<file path="src/tribePkg.sv">
// Shared widths, control-bit positions and packed types; imported by every board controller module
package tribePkg;

   //========================================
   // Sizes
   //========================================
   localparam int numPorts  = 5;  // One primitive buffer per port
   localparam int fillWidth = 8;  // Write-side used-word count
   localparam int ctrlWidth = 4;  // Control word from the processor
   localparam int irqWidth  = 8;  // Interrupt and detector-init vectors

   // Control word bit positions
   localparam int burstBit = 0;   // Burst level
   localparam int resetBit = 1;   // Software reset re-arm

   //========================================
   // Types
   //========================================
   typedef logic [fillWidth-1:0] fillLevel_t;

   // All buffer fill levels, port 0 in the low byte
   typedef fillLevel_t [numPorts-1:0] fillLevels_t;

   typedef logic [ctrlWidth-1:0] ctrlWord_t;

   typedef logic [irqWidth-1:0] irqVector_t;

   // Decoded control word, shared by all execute-side blocks
   typedef struct packed {
      logic inBurst;     // Registered burst level
      logic burstStart;  // One cycle on the rising edge of inBurst
      logic burstEnd;    // One cycle on the falling edge of inBurst
      logic resetRearm;  // Registered re-arm level
   } burstCtrl_t;

   // Start of burst is ecrst=1 bcrst=1
   // End of burst is ecrst=1 bcrst=0
   typedef struct packed {
      logic ecrst;
      logic bcrst;
   } markerPair_t;

endpackage
</file>
<file path="src/l0TribeBoard.sv">
// Top level of the board controller; sets the timing parameters and wires the four blocks together
module l0TribeBoard
   import tribePkg::*;
#(
   parameter int unsigned RefillThreshold  = 128,
   parameter int unsigned MarkerCycles     = 4,
   parameter int unsigned HoldOffCycles    = 200000,
   parameter int unsigned ResetPulseCycles = 65000000
) (
   input  logic        OSC_50_BANK6,
   input  logic        reset,
   input  ctrlWord_t   ctrlWord,           // From the embedded processor
   input  fillLevels_t fillLevels,         // Primitive buffer used words
   input  irqVector_t  detectorUnderInit,
   output irqVector_t  interrupt,          // To the embedded processor
   output logic        ECRST,
   output logic        BCRST,
   output logic        softResetN,         // For the processor and buffer cores
   output logic [7:0]  LED
);

   burstCtrl_t  burstCtrl;
   markerPair_t markers;

   //========================================
   // Control decode
   //========================================
   controlDecoder controlDecoder_i (
      .OSC_50_BANK6 (OSC_50_BANK6),
      .reset        (reset),
      .ctrlWord     (ctrlWord),
      .burstCtrl    (burstCtrl),
      .LED          (LED)
   );

   //========================================
   // Execute side
   //========================================
   refillRequester #(
      .RefillThreshold (RefillThreshold)
   ) refillRequester_i (
      .OSC_50_BANK6      (OSC_50_BANK6),
      .reset             (reset),
      .burstCtrl         (burstCtrl),
      .fillLevels        (fillLevels),
      .detectorUnderInit (detectorUnderInit),
      .interrupt         (interrupt)
   );

   burstMarkerDispatcher #(
      .MarkerCycles (MarkerCycles)
   ) burstMarkerDispatcher_i (
      .OSC_50_BANK6 (OSC_50_BANK6),
      .reset        (reset),
      .burstCtrl    (burstCtrl),
      .markers      (markers)
   );

   softResetSequencer #(
      .HoldOffCycles    (HoldOffCycles),
      .ResetPulseCycles (ResetPulseCycles)
   ) softResetSequencer_i (
      .OSC_50_BANK6 (OSC_50_BANK6),
      .reset        (reset),
      .burstCtrl    (burstCtrl),
      .softResetN   (softResetN)
   );

   // Marker pins on the JP3 connector
   assign ECRST = markers.ecrst;
   assign BCRST = markers.bcrst;

endmodule

</file>
<file path="src/softResetSequencer.sv">
// Generates the software reset for the surrounding cores; hold-off, low pulse, then wait for re-arm
module softResetSequencer
   import tribePkg::*;
#(
   parameter int unsigned HoldOffCycles    = 200000,
   parameter int unsigned ResetPulseCycles = 65000000
) (
   input  logic       OSC_50_BANK6,
   input  logic       reset,
   input  burstCtrl_t burstCtrl,
   output logic       softResetN
);

   localparam int unsigned maxCount =
      (HoldOffCycles > ResetPulseCycles) ? HoldOffCycles : ResetPulseCycles;
   localparam int countWidth = $clog2(maxCount + 1);

   localparam logic [countWidth-1:0] holdOffLast = countWidth'(HoldOffCycles - 1);
   localparam logic [countWidth-1:0] pulseLast   = countWidth'(ResetPulseCycles - 1);

   typedef enum logic [1:0] {
      stClear,    // One cycle to clear the counter
      stHoldOff,  // Cores run before the pulse
      stPulse,    // Reset asserted
      stWait      // Idle until re-armed
   } seqState_t;

   seqState_t             state;
   logic [countWidth-1:0] count;  // Shared by hold-off and pulse

   //========================================
   // Sequencer FSM
   //========================================
   always_ff @(posedge OSC_50_BANK6) begin
      if (reset) begin
         state <= stClear;
         count <= '0;
      end else begin
         case (state)
            stClear: begin
               count <= '0;
               state <= stHoldOff;
            end
            stHoldOff: begin
               if (count == holdOffLast) begin
                  count <= '0;
                  state <= stPulse;
               end else begin
                  count <= count + 1'b1;
               end
            end
            stPulse: begin
               if (count == pulseLast) begin
                  count <= '0;
                  state <= stWait;
               end else begin
                  count <= count + 1'b1;
               end
            end
            stWait: begin
               if (burstCtrl.resetRearm) state <= stClear;  // Run the whole sequence again
            end
            default: state <= stClear;
         endcase
      end
   end

   assign softResetN = (state != stPulse);  // Active low, only in the pulse state

endmodule

</file>
<file path="src/burstMarkerDispatcher.sv">
// Drives the start and end of burst markers ECRST and BCRST for a fixed number of cycles
module burstMarkerDispatcher
   import tribePkg::*;
#(
   parameter int unsigned MarkerCycles = 4
) (
   input  logic        OSC_50_BANK6,
   input  logic        reset,
   input  burstCtrl_t  burstCtrl,
   output markerPair_t markers
);

   localparam int countWidth = (MarkerCycles > 1) ? $clog2(MarkerCycles) : 1;
   localparam logic [countWidth-1:0] lastCount = countWidth'(MarkerCycles - 1);

   logic [countWidth-1:0] remaining;   // Cycles left after the current one
   logic                  active;      // Marker on the pins
   logic                  startKind;   // 1 for start of burst, 0 for end
   logic                  anyEdge;

   assign anyEdge = burstCtrl.burstStart | burstCtrl.burstEnd;

   //========================================
   // Marker timer
   //========================================
   always_ff @(posedge OSC_50_BANK6) begin
      if (reset) begin
         remaining <= '0;
         active    <= 1'b0;
         startKind <= 1'b0;
      end else if (anyEdge) begin
         // A new edge restarts the marker, even mid-pulse
         remaining <= lastCount;
         active    <= 1'b1;
         startKind <= burstCtrl.burstStart;
      end else if (active) begin
         if (remaining == '0) begin
            active <= 1'b0;  // Length used up
         end else begin
            remaining <= remaining - 1'b1;
         end
      end
   end

   // ECRST marks both edges, BCRST only the start
   always_comb begin
      markers.ecrst = active;
      markers.bcrst = active & startKind;
   end

endmodule

</file>
<file path="src/refillRequester.sv">
// Builds the refill interrupt vector for the processor from buffer fill levels and burst state
module refillRequester
   import tribePkg::*;
#(
   parameter int unsigned RefillThreshold = 128
) (
   input  logic        OSC_50_BANK6,
   input  logic        reset,
   input  burstCtrl_t  burstCtrl,
   input  fillLevels_t fillLevels,
   input  irqVector_t  detectorUnderInit,
   output irqVector_t  interrupt
);

   logic [numPorts-1:0] belowThreshold;  // One request per buffer
   irqVector_t          irqNext;

   //========================================
   // Threshold compare
   //========================================
   // A buffer running low asks the processor for more primitives
   always_comb begin
      for (int port = 0; port < numPorts; port++) begin
         belowThreshold[port] = (fillLevels[port] < RefillThreshold);
      end
   end

   // Burst selects refill requests, otherwise detector init flags
   always_comb begin
      if (burstCtrl.inBurst) begin
         irqNext = {{(irqWidth - numPorts){1'b0}}, belowThreshold};
      end else begin
         irqNext = detectorUnderInit;
      end
   end

   //========================================
   // Output register
   //========================================
   always_ff @(posedge OSC_50_BANK6) begin
      if (reset) begin
         interrupt <= '0;
      end else begin
         interrupt <= irqNext;  // Seen by the processor one cycle later
      end
   end

endmodule

</file>
<file path="src/controlDecoder.sv">
// Registers the processor control word and derives burst level, burst edges, re-arm and LEDs
module controlDecoder
   import tribePkg::*;
(
   input  logic       OSC_50_BANK6,
   input  logic       reset,
   input  ctrlWord_t  ctrlWord,
   output burstCtrl_t burstCtrl,
   output logic [7:0] LED
);

   localparam int ledWidth = 8;

   ctrlWord_t ctrlReg;     // Last control word seen
   logic      prevBurst;   // Burst level one cycle back
   logic      burstLevel;

   //========================================
   // Control word capture
   //========================================
   always_ff @(posedge OSC_50_BANK6) begin
      if (reset) begin
         ctrlReg   <= '0;
         prevBurst <= 1'b0;
      end else begin
         ctrlReg   <= ctrlWord;
         prevBurst <= burstLevel;
      end
   end

   assign burstLevel = ctrlReg[burstBit];

   // Edges show up in the same cycle as the new level
   always_comb begin
      burstCtrl.inBurst    = burstLevel;
      burstCtrl.burstStart = burstLevel & ~prevBurst;
      burstCtrl.burstEnd   = ~burstLevel & prevBurst;
      burstCtrl.resetRearm = ctrlReg[resetBit];
   end

   //========================================
   // Status LEDs
   //========================================
   // LEDs are lit by a low level
   // Low nibble mirrors the control bits, upper LEDs stay dark
   assign LED = {{(ledWidth - ctrlWidth){1'b1}}, ~ctrlReg};

endmodule

</file>
<file path="config.mk">
export PLATFORM = sky130hd
export DESIGN_NAME = l0TribeBoard
export DESIGN_NICKNAME = d
export VERILOG_FILES = /design/src/tribePkg.sv /design/src/l0TribeBoard.sv /design/src/softResetSequencer.sv /design/src/burstMarkerDispatcher.sv /design/src/refillRequester.sv /design/src/controlDecoder.sv
export SDC_FILE = /design/constraint.sdc
export NUM_CORES = 1
export LEC_CHECK = 0
export CORE_ASPECT_RATIO = 1.1
export CORE_UTILIZATION = 50
export CTS_CLUSTER_DIAMETER = 80
export DETAILED_ROUTE_END_ITERATION = 10
export DONT_BUFFER_PORTS = 1
export PLACE_DENSITY = 0.68
export SLEW_MARGIN = 20
export SYNTH_ARGS = -nofsm -noshare
export SYNTH_HDL_FRONTEND = slang
export SYNTH_SLANG_ARGS = --single-unit
</file>
<file path="constraint.sdc">
create_clock -name OSC_50_BANK6 -period 1.9 [get_ports OSC_50_BANK6]
set_input_delay 0.095 -clock OSC_50_BANK6 [delete_from_list [all_inputs] [get_ports OSC_50_BANK6]]
set_output_delay 0.095 -clock OSC_50_BANK6 [all_outputs]
set_load 0.05 [all_outputs]
</file>
Yosys cells after proc, flatten, opt, wreduce, memory -nomap -nowiden
Index checks and enable logic that the tools add are counted.
{"block": "word_totals", "ff_bits": 45, "input_bits": 54, "output_inout_bits": 19, "elab_cells": 54}
{"block": "op_classes", "addsub": 2, "n_lt_le_gt_ge": 5, "n_eq_ne": 10, "n_mux": 14, "bitwise_logic": 7, "n_reduce_logical": 7}
{"cell": "$pmux 26 s3", "n": 1}
{"cell": "$mux 26", "n": 2}
{"cell": "$lt 8x8->1 const B", "n": 5}
{"cell": "$add 26x1->26 const B", "n": 1}
{"cell": "$eq 26x18->1 const B", "n": 1}
{"cell": "$eq 26x26->1 const B", "n": 1}
{"cell": "$mux 2", "n": 6}
{"cell": "$pmux 2 s4", "n": 1}
{"cell": "$ne 2x1->1 const B", "n": 3}
{"cell": "$mux 5", "n": 1}
{"cell": "$eq 2x2->1 const B", "n": 2}
{"cell": "$logic_not 2->1", "n": 2}
{"cell": "$ne 2x2->1 const B", "n": 2}
{"cell": "$not 4->4", "n": 1}
{"cell": "$and 1x1->1", "n": 3}
{"cell": "$mux 1", "n": 3}
{"cell": "$reduce_and 3->1", "n": 1}
{"cell": "$reduce_bool 3->1", "n": 1}
{"cell": "$eq 2x1->1 const B", "n": 1}
{"cell": "$not 1->1", "n": 2}
{"cell": "$reduce_and 2->1", "n": 1}
{"cell": "$reduce_bool 2->1", "n": 1}
{"cell": "$reduce_or 2->1", "n": 1}
{"cell": "$sub 2x1->2 const B", "n": 1}
{"cell": "$or 1x1->1", "n": 1}

Depth between registers and ports, before layout
Gate-level depths: netlist (run 1).
{"block": "logic_depth", "depth_word": 5, "ltp_mapped": 9, "depth_no_buf": 7}

By module
A second synthesis (run 1) with hierarchy kept.
{"block": "hier_totals", "hier_cells": 260, "hier_area_um2": 2248.4}
{"mod": "softResetSequencer", "instances": 1, "cells_each": 189, "area_each_um2": 1561.5, "seq_area_each_um2": 560.5}
{"mod": "refillRequester", "instances": 1, "cells_each": 28, "area_each_um2": 282.8, "seq_area_each_um2": 160.2}
{"mod": "controlDecoder", "instances": 1, "cells_each": 23, "area_each_um2": 212.7, "seq_area_each_um2": 100.1}
{"mod": "burstMarkerDispatcher", "instances": 1, "cells_each": 20, "area_each_um2": 191.4, "seq_area_each_um2": 80.1}

Worst setup path before layout (run 1)
OpenSTA, ideal clock, no wires.
{"block": "synth_timing", "kind": "register to register", "startpoint": "reg softResetSequencer_i.state[0]", "endpoint": "reg softResetSequencer_i.count[21]", "setup_ns": 0.074, "arrival_ns": 1.853, "required_ns": 1.826, "path_slack_ns": -0.027, "path_stages_with_launch": 9, "n_path_buf": 1, "synth_period_minus_slack_ns": 1.927, "path_cell_list": "dfxtp_1 -> inv_1 -> ha_1 -> inv_1 -> a2111o_2 -> and2_4 -> buf_6 -> a21o_1 -> a31oi_1"}
{"block": "synth_between", "elab_chain_cells": 2, "elab_cells_between_ends": 5, "classes_between": "eq/ne (2); mux (1); reduce/logical (2)"}
{"item": "from (decl)", "line": "softResetSequencer.sv:28", "text": "seqState_t state;"}
{"item": "from (signal assigned)", "line": "softResetSequencer.sv:36", "text": "state <= stClear;"}
{"item": "from (signal assigned)", "line": "softResetSequencer.sv:42", "text": "state <= stHoldOff;"}
{"item": "from (signal assigned)", "line": "softResetSequencer.sv:47", "text": "state <= stPulse;"}
{"item": "$eq 2x2->1, or another cell as far along", "line": "softResetSequencer.sv:39", "text": "case (state)"}
{"item": "$pmux 26 s3 or $reduce_bool 3->1 (tied branches)"}
{"item": "to (signal assigned)", "line": "softResetSequencer.sv:49", "text": "count <= count + 1'b1;"}
{"item": "to (signal assigned)", "line": "softResetSequencer.sv:57", "text": "count <= count + 1'b1;"}
{"item": "to (decl)", "line": "softResetSequencer.sv:29", "text": "logic [countWidth-1:0] count;"}
Several ways; a longest one is shown, not always the timed one.
A chain may end at the register's enable or synchronous reset.

Worst setup path in the final report (run 1)
{"block": "layout_timing", "startpoint": "reg softResetSequencer_i.count[21]", "endpoint": "reg softResetSequencer_i.count[12]"}
{"block": "layout_between", "elab_chain_cells": 3, "elab_cells_between_ends": 5, "classes_between": "eq/ne (2); mux (3)"}
{"item": "$eq 26x26->1 or $eq 26x18->1 (tied branches)", "line": "softResetSequencer.sv:53, softResetSequencer.sv:45"}
{"item": "$mux 26 (on tied branches)", "line": "softResetSequencer.sv:53, softResetSequencer.sv:45"}
{"item": "$pmux 26 s3 (*)", "line": "softResetSequencer.sv:39"}
Mark *: on every way between the ends. The rest lies on a longest branch, timed or not.

==> impl_metrics.yaml, run 1 <==
global_routing:
  grt-ovfl-total: 0
  grt_max_degree: 27
  grt_pass1_vias: 2066
  grt_pass1_wl_um: 9040
  grtUsageTotal_pct: 24.9
  antenna_found_initial: 0
setup_path:
  r2r_slack_ps: -80
  reg2reg_from: "softResetSequencer_i.count[21]$_SDFFE_PP0P_"
  crit_path_end: "softResetSequencer_i.count[12]$_SDFFE_PP0P_"
  cp-start-kind: "register"
  timing.rr.end: "softResetSequencer_i.count[12]$_SDFFE_PP0P_"
  crit_type: "reg2reg"
  worstPathRequired_ps: 2100
  critPathArrivalTime_ps: 2180
  endpoint_kind: "register"
  crit_start: "softResetSequencer_i.count[21]$_SDFFE_PP0P_"
  worst_r2r_path_depth: 7
  cp_max_fo: 26
clock_network:
  cts.sinks: 45
  clockBufferDepth: 2
  root_buffer: "clkbuf_8"
  cts_tree: "built"
  clock_latency_ps: 310
  htreeDepth: 2
  cts_buffers: 5
  clkTransAtPathRegs_ps: 100
final_layout:
  design_area_um2: 2990
  num-nets-final: 385
  syn2layout_area_growth_pct: 32.2
  drive_gt1_share_pct: 27.7
  antennaDiodeCount: 0
  fill_cells: 341
die:
  start_util_pct: 52.4
  dieHeight_um: 72.5
  rows: 25
  core-area_um2: 4320
  ioPinCount: 73
  fp.dieArea_um2: 4800
  dieWidth_um: 66.1
detailed_routing:
  drc_errors: 0
  ant_nets: 0
  drt_pre_antenna_iters: 6
  drtIter0Drc: 140
  num_vias: 2104
  wl_um: 5690
  detail_route.wl_per_cell_um: 15.0
  vias_per_cell: 5.55
status:
  violations: "setup timing"
  outcome: "complete, but fails checks"
logic_synthesis:
  synth_seq_cells: 45
  seq_area_frac_synth_pct: 39.8
  syn-cell-area_um2: 2260
  synthArstFlopShare_pct: 0
  synth_top_flop_cell: "dfxtp_1"
  synth_warnings: 0
  synthCells: 266
  synthDistinctLibCells: 52
  avgSynthCellArea_um2: 8.50
  synth_edf_count: 0
flow_run:
  max_cap_viol_count: 0
sta:
  worst_pin_slew_ps: 921
  hold_slack_ps: 3.71
  min_period_ps: 1980
  fin_skew_ps: 11.7
  finalMaxSlewViolations: 0
  fin_tns_setup_ps: -285
  layout_setup_ws_ps: -75.9
  finalSetupViolCount: 5
  slew_headroom_pct: 38.5
  max_freq_mhz: 506
  rsz0062_at_grt: "yes"
  hold_viol: 0
  finalCritPeriodShare_pct: 104
placement:
  hpwl_um: 3650
  gp_congestion: 0.902
  placed_area_um2: 2590
  dpl_worst_slack_ps: -89.7
  io_buffers: 0
power_and_ir_drop:
  max-vdd-ir-drop_uv: 647
  p_leak_nw: 1.22
  p_per_area_nw_per_um2: 784
  power_mw: 2.35
worst_hold_path:
  min_path_type: "in2reg"
  holdPathStages: 2
[what timing repair did]
action / in CTS / in global routing
hold buffers: 16 / 0
endpoints found under the setup margin: 8 / 24
hold endpoints to repair: 22 / 0
setup buffers: 2 / 3
gates resized for setup: 8 / 17
pin swaps: 6 / 6
[per-stage QoR]
stage	cells	utilization (%)
global route	379	69.3
floorplan	269	-
CTS	376	66.7
detailed placement	350	60.0
finish	379	69.3
global placement	350	60.0
[layer usage]
metal | vias to the layer above | global-route usage [%] | part of all wire [%] | wire length [um]
li1 | 1055 | - | - | -
met1 | 984 | 26.9 | 42 | 2360
met2 | 53 | 45.5 | 52 | 2950
met3 | 12 | 6.45 | 4.0 | 226
met4 | 0 | 10.4 | 2.6 | 150
met5 | - | 0 | 0 | 0
[cell usage in the layout, fill, tap and decap left out, types with 3 or more instances in the layout]
cell           synthesis  layout
dfxtp_2                0       7
clkbuf_8               0       5
conb_1                 1       4
nand2_1               23      22
buf_4                  4      45
ha_1                   7       5
nor4_1                 5       4
and3_1                 4       3
nand3_1               13      13
a21o_1                 8       8
dfxtp_1               45      37
dlygate4sd3_1          0      16
a21oi_1               18      16
inv_6                  0       3
and4_1                 3       3
inv_1                 15      13
and2_1                 7       7
nor3_1                 4       4
a31oi_1               15      12
nor2_1                24      24
nand4_1                5       5
nand2b_1               5       5
o21ai_0                7       7
nor2b_1                6       6
[flip-flops by register name (all words and copies together) (netlist names)]
| name | cells |
|---|---|
| softResetSequencer_i.count | 26 |
| softResetSequencer_i.state | 2 |
| burstMarkerDispatcher_i.active | 1 |
| controlDecoder_i.prevBurst | 1 |
| burstMarkerDispatcher_i.startKind | 1 |
| controlDecoder_i.ctrlReg | 4 |
| burstMarkerDispatcher_i.remaining | 2 |
| refillRequester_i.interrupt | 8 |
[power by group]
part | switching [mW] | leakage, nW | total (mW) | internal, mW
clock | 0.375 | 0.0495 | 0.649 | 0.274
combinational | 0.355 | 0.797 | 0.622 | 0.267
sequential | 0.0748 | 0.371 | 1.08 | 1.00
[synth_stat cells, types with 2 or more instances]
cell / count / area, um2
dfxtp_1: 45 / 901
nor2_1: 24 / 90.1
nand2_1: 23 / 86.3
a21oi_1: 18 / 90.1
a31oi_1: 15 / 93.8
inv_1: 15 / 56.3
nand3_1: 13 / 65.1
a21o_1: 8 / 60.1
and2_1: 7 / 43.8
ha_1: 7 / 87.6
o21ai_0: 7 / 35.0
nor2b_1: 6 / 37.5
nand2b_1: 5 / 31.3
nand4_1: 5 / 31.3
nor4_1: 5 / 31.3
and3_1: 4 / 25.0
buf_4: 4 / 30.0
clkbuf_1: 4 / 15.0
nor3_1: 4 / 20.0
and4_1: 3 / 26.3
buf_6: 3 / 33.8
or3_1: 3 / 18.8
a22o_1: 2 / 17.5
clkbuf_2: 2 / 10.0
mux2i_1: 2 / 20.0
nor4_4: 2 / 42.5
o21bai_1: 2 / 15.0
o311ai_1: 2 / 17.5
xnor2_1: 2 / 17.5
xor2_1: 2 / 17.5
[final cells by class]
cell class,instances,area [um2],area share [%]
Multi-Input combinational cell,194,1330,44.3
Inverter,15,60.1,2.01
Clock buffer,5,68.8,2.30
Tap cell,54,67.6,2.26
Timing Repair Buffer,63,529,17.7
Clock inverter,3,26.3,0.878
Sequential cell,45,913,30.5
[critical path, stage by stage (launching register included)]
cell and delay [ps]:
dfxtp_2 340, or3_4 370, nor4_4 310, a2111o_1 250, nand2_2 90, buf_12 170
a21o_1 160, a21o_1 170
[kinds of logic (layout without fill, tap and decap cells)]
group | count (synthesis) | in the layout | synth area share, %
AND/OR/NAND/NOR | 114 | 114 | 28.8
AO/OA/AOI/OAI | 63 | 63 | 18.1
flip-flops | 45 | 45 | 39.8
buffers and inverters | 30 | 86 | 6.80
adder cells (fa/ha/maj) | 7 | 7 | 3.87
XOR/XNOR | 4 | 4 | 1.55
multiplexers | 2 | 2 | 0.885
other | 1 | 4 | 0.166
[how the worst min path moves through the flow]
stage                               startpoint                                          to  slack, ps
final                                    reset   refillRequester_i.interrupt[6]$_SDFF_PP0_          4
after floorplan           detectorUnderInit[5]   refillRequester_i.interrupt[5]$_SDFF_PP0_        220
after global routing                     reset   refillRequester_i.interrupt[6]$_SDFF_PP0_          3
after detailed placement                 reset       controlDecoder_i.prevBurst$_SDFF_PP0_        170
after global placement                   reset  softResetSequencer_i.state[0]$_SDFFE_PP0P_        160
after CTS                                reset   refillRequester_i.interrupt[6]$_SDFF_PP0_          4
(Power assumes the default switching activity.)
==> run 2: changes to the inputs <==
- CORE_ASPECT_RATIO: 1.1 -> 0.8
==> run 2 against run 1 <==
The run still ends with setup timing left. Non-clock buffer count up 5. Cell count is 2.4% higher. Global-route usage grew 1.8 points. Wire length grew 17%. Design area grew 6.8%. Clock power increased by 33%. Register-to-register slack lost 70 ps. Power increased by 14%. Setup slack got worse by 73 ps. Critical path type unchanged. Largest cell class unchanged. Highest routed layer unchanged.
==> impl_metrics.yaml, run 2 (synthesis results as in run 1) <==
setup_path:
  crit_type: "reg2reg"
  path_depth: 7
  worst_r2r_path_depth: 7
  critical-path-top-delay-family: "simple AND/OR/NAND/NOR gates"
  cp_cell_sequence: "or3_4 > nor4_4 > a2111o_1 > buf_6 > and2_4 > o21ai_2 > a22o_1"
  crit_path_end: "softResetSequencer_i.count[9]$_SDFFE_PP0P_"
  crit_start: "softResetSequencer_i.count[21]$_SDFFE_PP0P_"
  cp-start-kind: "register"
  max_stage_delay_ps: 370
  timing.rr.end: "softResetSequencer_i.count[9]$_SDFFE_PP0P_"
  path_buf_inv: 1
  cp_max_fo: 5
  worstPathRequired_ps: 2100
  cpMaxStageDelayCell: "or3_4"
  endpoint_kind: "register"
  r2r_slack_ps: -150
  critPathArrivalTime_ps: 2250
  reg2reg_from: "softResetSequencer_i.count[21]$_SDFFE_PP0P_"
detailed_routing:
  detail_route.wl_per_cell_um: 17.2
  drc_errors: 0
  wl_um: 6660
  vias_per_cell: 5.84
  drt_pre_antenna_iters: 5
  drtIter0Drc: 170
  ant_nets: 0
  num_vias: 2264
final_layout:
  reg_top3: "softResetSequencer_i.count (26), refillRequester_i.interrupt (8), controlDecoder_i.ctrlReg (4)"
  largest_reg_flops: 26
  mostFrequentLayoutCells: "buf_4 (46), dfxtp_1 (28), nor2_1 (24), nand2_1 (21), dlygate4sd3_1 (15)"
  design_area_um2: 3190
  utilization_pct: 75.0
  layout_commonest_cell: "buf_4"
  antennaDiodeCount: 0
  fill_cells: 308
  largest-register: "softResetSequencer_i.count"
  num-nets-final: 391
  drive_gt1_share_pct: 35.3
  syn2layout_area_growth_pct: 41.2
die:
  start_util_pct: 53.1
  core-area_um2: 4260
  dieWidth_um: 77.2
  dieHeight_um: 62.2
  fp.dieArea_um2: 4800
  ioPinCount: 73
  rows: 21
clock_network:
  cts.sinks: 45
  htreeDepth: 2
  clockBufferDepth: 2
  cts_tree: "built"
  cts_buffers: 5
  clock_latency_ps: 300
  clkTransAtPathRegs_ps: 90
  root_buffer: "clkbuf_8"
flow_run:
  max_cap_viol_count: 0
sta:
  finalSetupViolCount: 25
  min_period_ps: 2050
  slew_headroom_pct: 41.4
  worst_pin_slew_ps: 877
  layout_setup_ws_ps: -149
  max_freq_mhz: 488
  fin_skew_ps: 9.33
  hold_viol: 0
  rsz0062_at_grt: "yes"
  finalMaxSlewViolations: 0
  finalCritPeriodShare_pct: 108
global_routing:
  grt_max_degree: 20
  grt_pass1_wl_um: 10000
  antenna_found_initial: 0
  grt-ovfl-total: 0
  grtUsageTotal_pct: 26.8
  grt_pass1_vias: 2119
power_and_ir_drop:
  max-vdd-ir-drop_uv: 608
  p_leak_nw: 1.30
  power_mw: 2.67
  p_per_area_nw_per_um2: 836
status:
  violations: "setup timing"
  outcome: "complete, but fails checks"
placement:
  gp_congestion: 0.892
  hpwl_um: 3740
  placed_area_um2: 2600
  io_buffers: 0
worst_hold_path:
  min_path_type: "in2reg"
[run 2: area by class of cell]
class	count	area, um2	area share, %
Sequential cell	45	930	29.1
Inverter	15	60.1	1.88
Multi-Input combinational cell	195	1410	44.2
Tap cell	57	71.3	2.23
Clock inverter	3	65.1	2.04
Timing Repair Buffer	68	587	18.4
Clock buffer	5	68.8	2.15
[run 2: per-stage QoR]
stage / hold slack [ps] / worst slack (ps) / TNS (ps) / cells
6_report: 4.04 / -149 / -1810 / 388
5_1_grt: 11.9 / -231 / -4190 / 388
4_1_cts: 1.11 / -98.3 / -1250 / 384
3_5_place_dp: 165 / -119 / -457 / 354
3_3_place_gp: 163 / -79.9 / -298 / 354
2_1_floorplan: 217 / 2.96 / 0 / 269
[run 2: worst min-delay path by stage]
| stage | end | depth (start not counted) | slack (ps) | startpoint |
|---|---|---|---|---|
| after global placement | softResetSequencer_i.state[0]$_SDFFE_PP0P_ | 1 | 160 | reset |
| after global routing | refillRequester_i.interrupt[6]$_SDFF_PP0_ | 2 | 10 | reset |
| after detailed placement | controlDecoder_i.prevBurst$_SDFF_PP0_ | 1 | 170 | reset |
| final | refillRequester_i.interrupt[7]$_SDFF_PP0_ | 2 | 4 | reset |
| after CTS | refillRequester_i.interrupt[7]$_SDFF_PP0_ | 2 | 1 | reset |
| after floorplan | refillRequester_i.interrupt[5]$_SDFF_PP0_ | 1 | 220 | detectorUnderInit[5] |
[run 2: what timing repair did]
| item | 4_1_cts | 5_1_grt |
|---|---|---|
| pin swaps | 12 | 10 |
| hold buffers | 15 | 0 |
| hold endpoints to repair | 22 | 0 |
| gates cloned | 1 | 0 |
| endpoints found under the setup margin | 23 | 28 |
| resized for setup | 28 | 35 |
| buffers inserted | 6 | 4 |
[run 2: layer usage]
layer,vias up,wire [um],GRT usage [%]
met5,-,0,0
met4,0,190,10.8
met3,27,464,7.94
met2,107,3170,42.5
met1,1054,2840,33.8
li1,1076,-,-
[run 2: power by group]
part,internal (mW),switching [mW],total [mW]
clock,0.523,0.339,0.862
sequential,0.998,0.0710,1.07
combinational,0.329,0.411,0.740
total,1.85,0.821,2.67
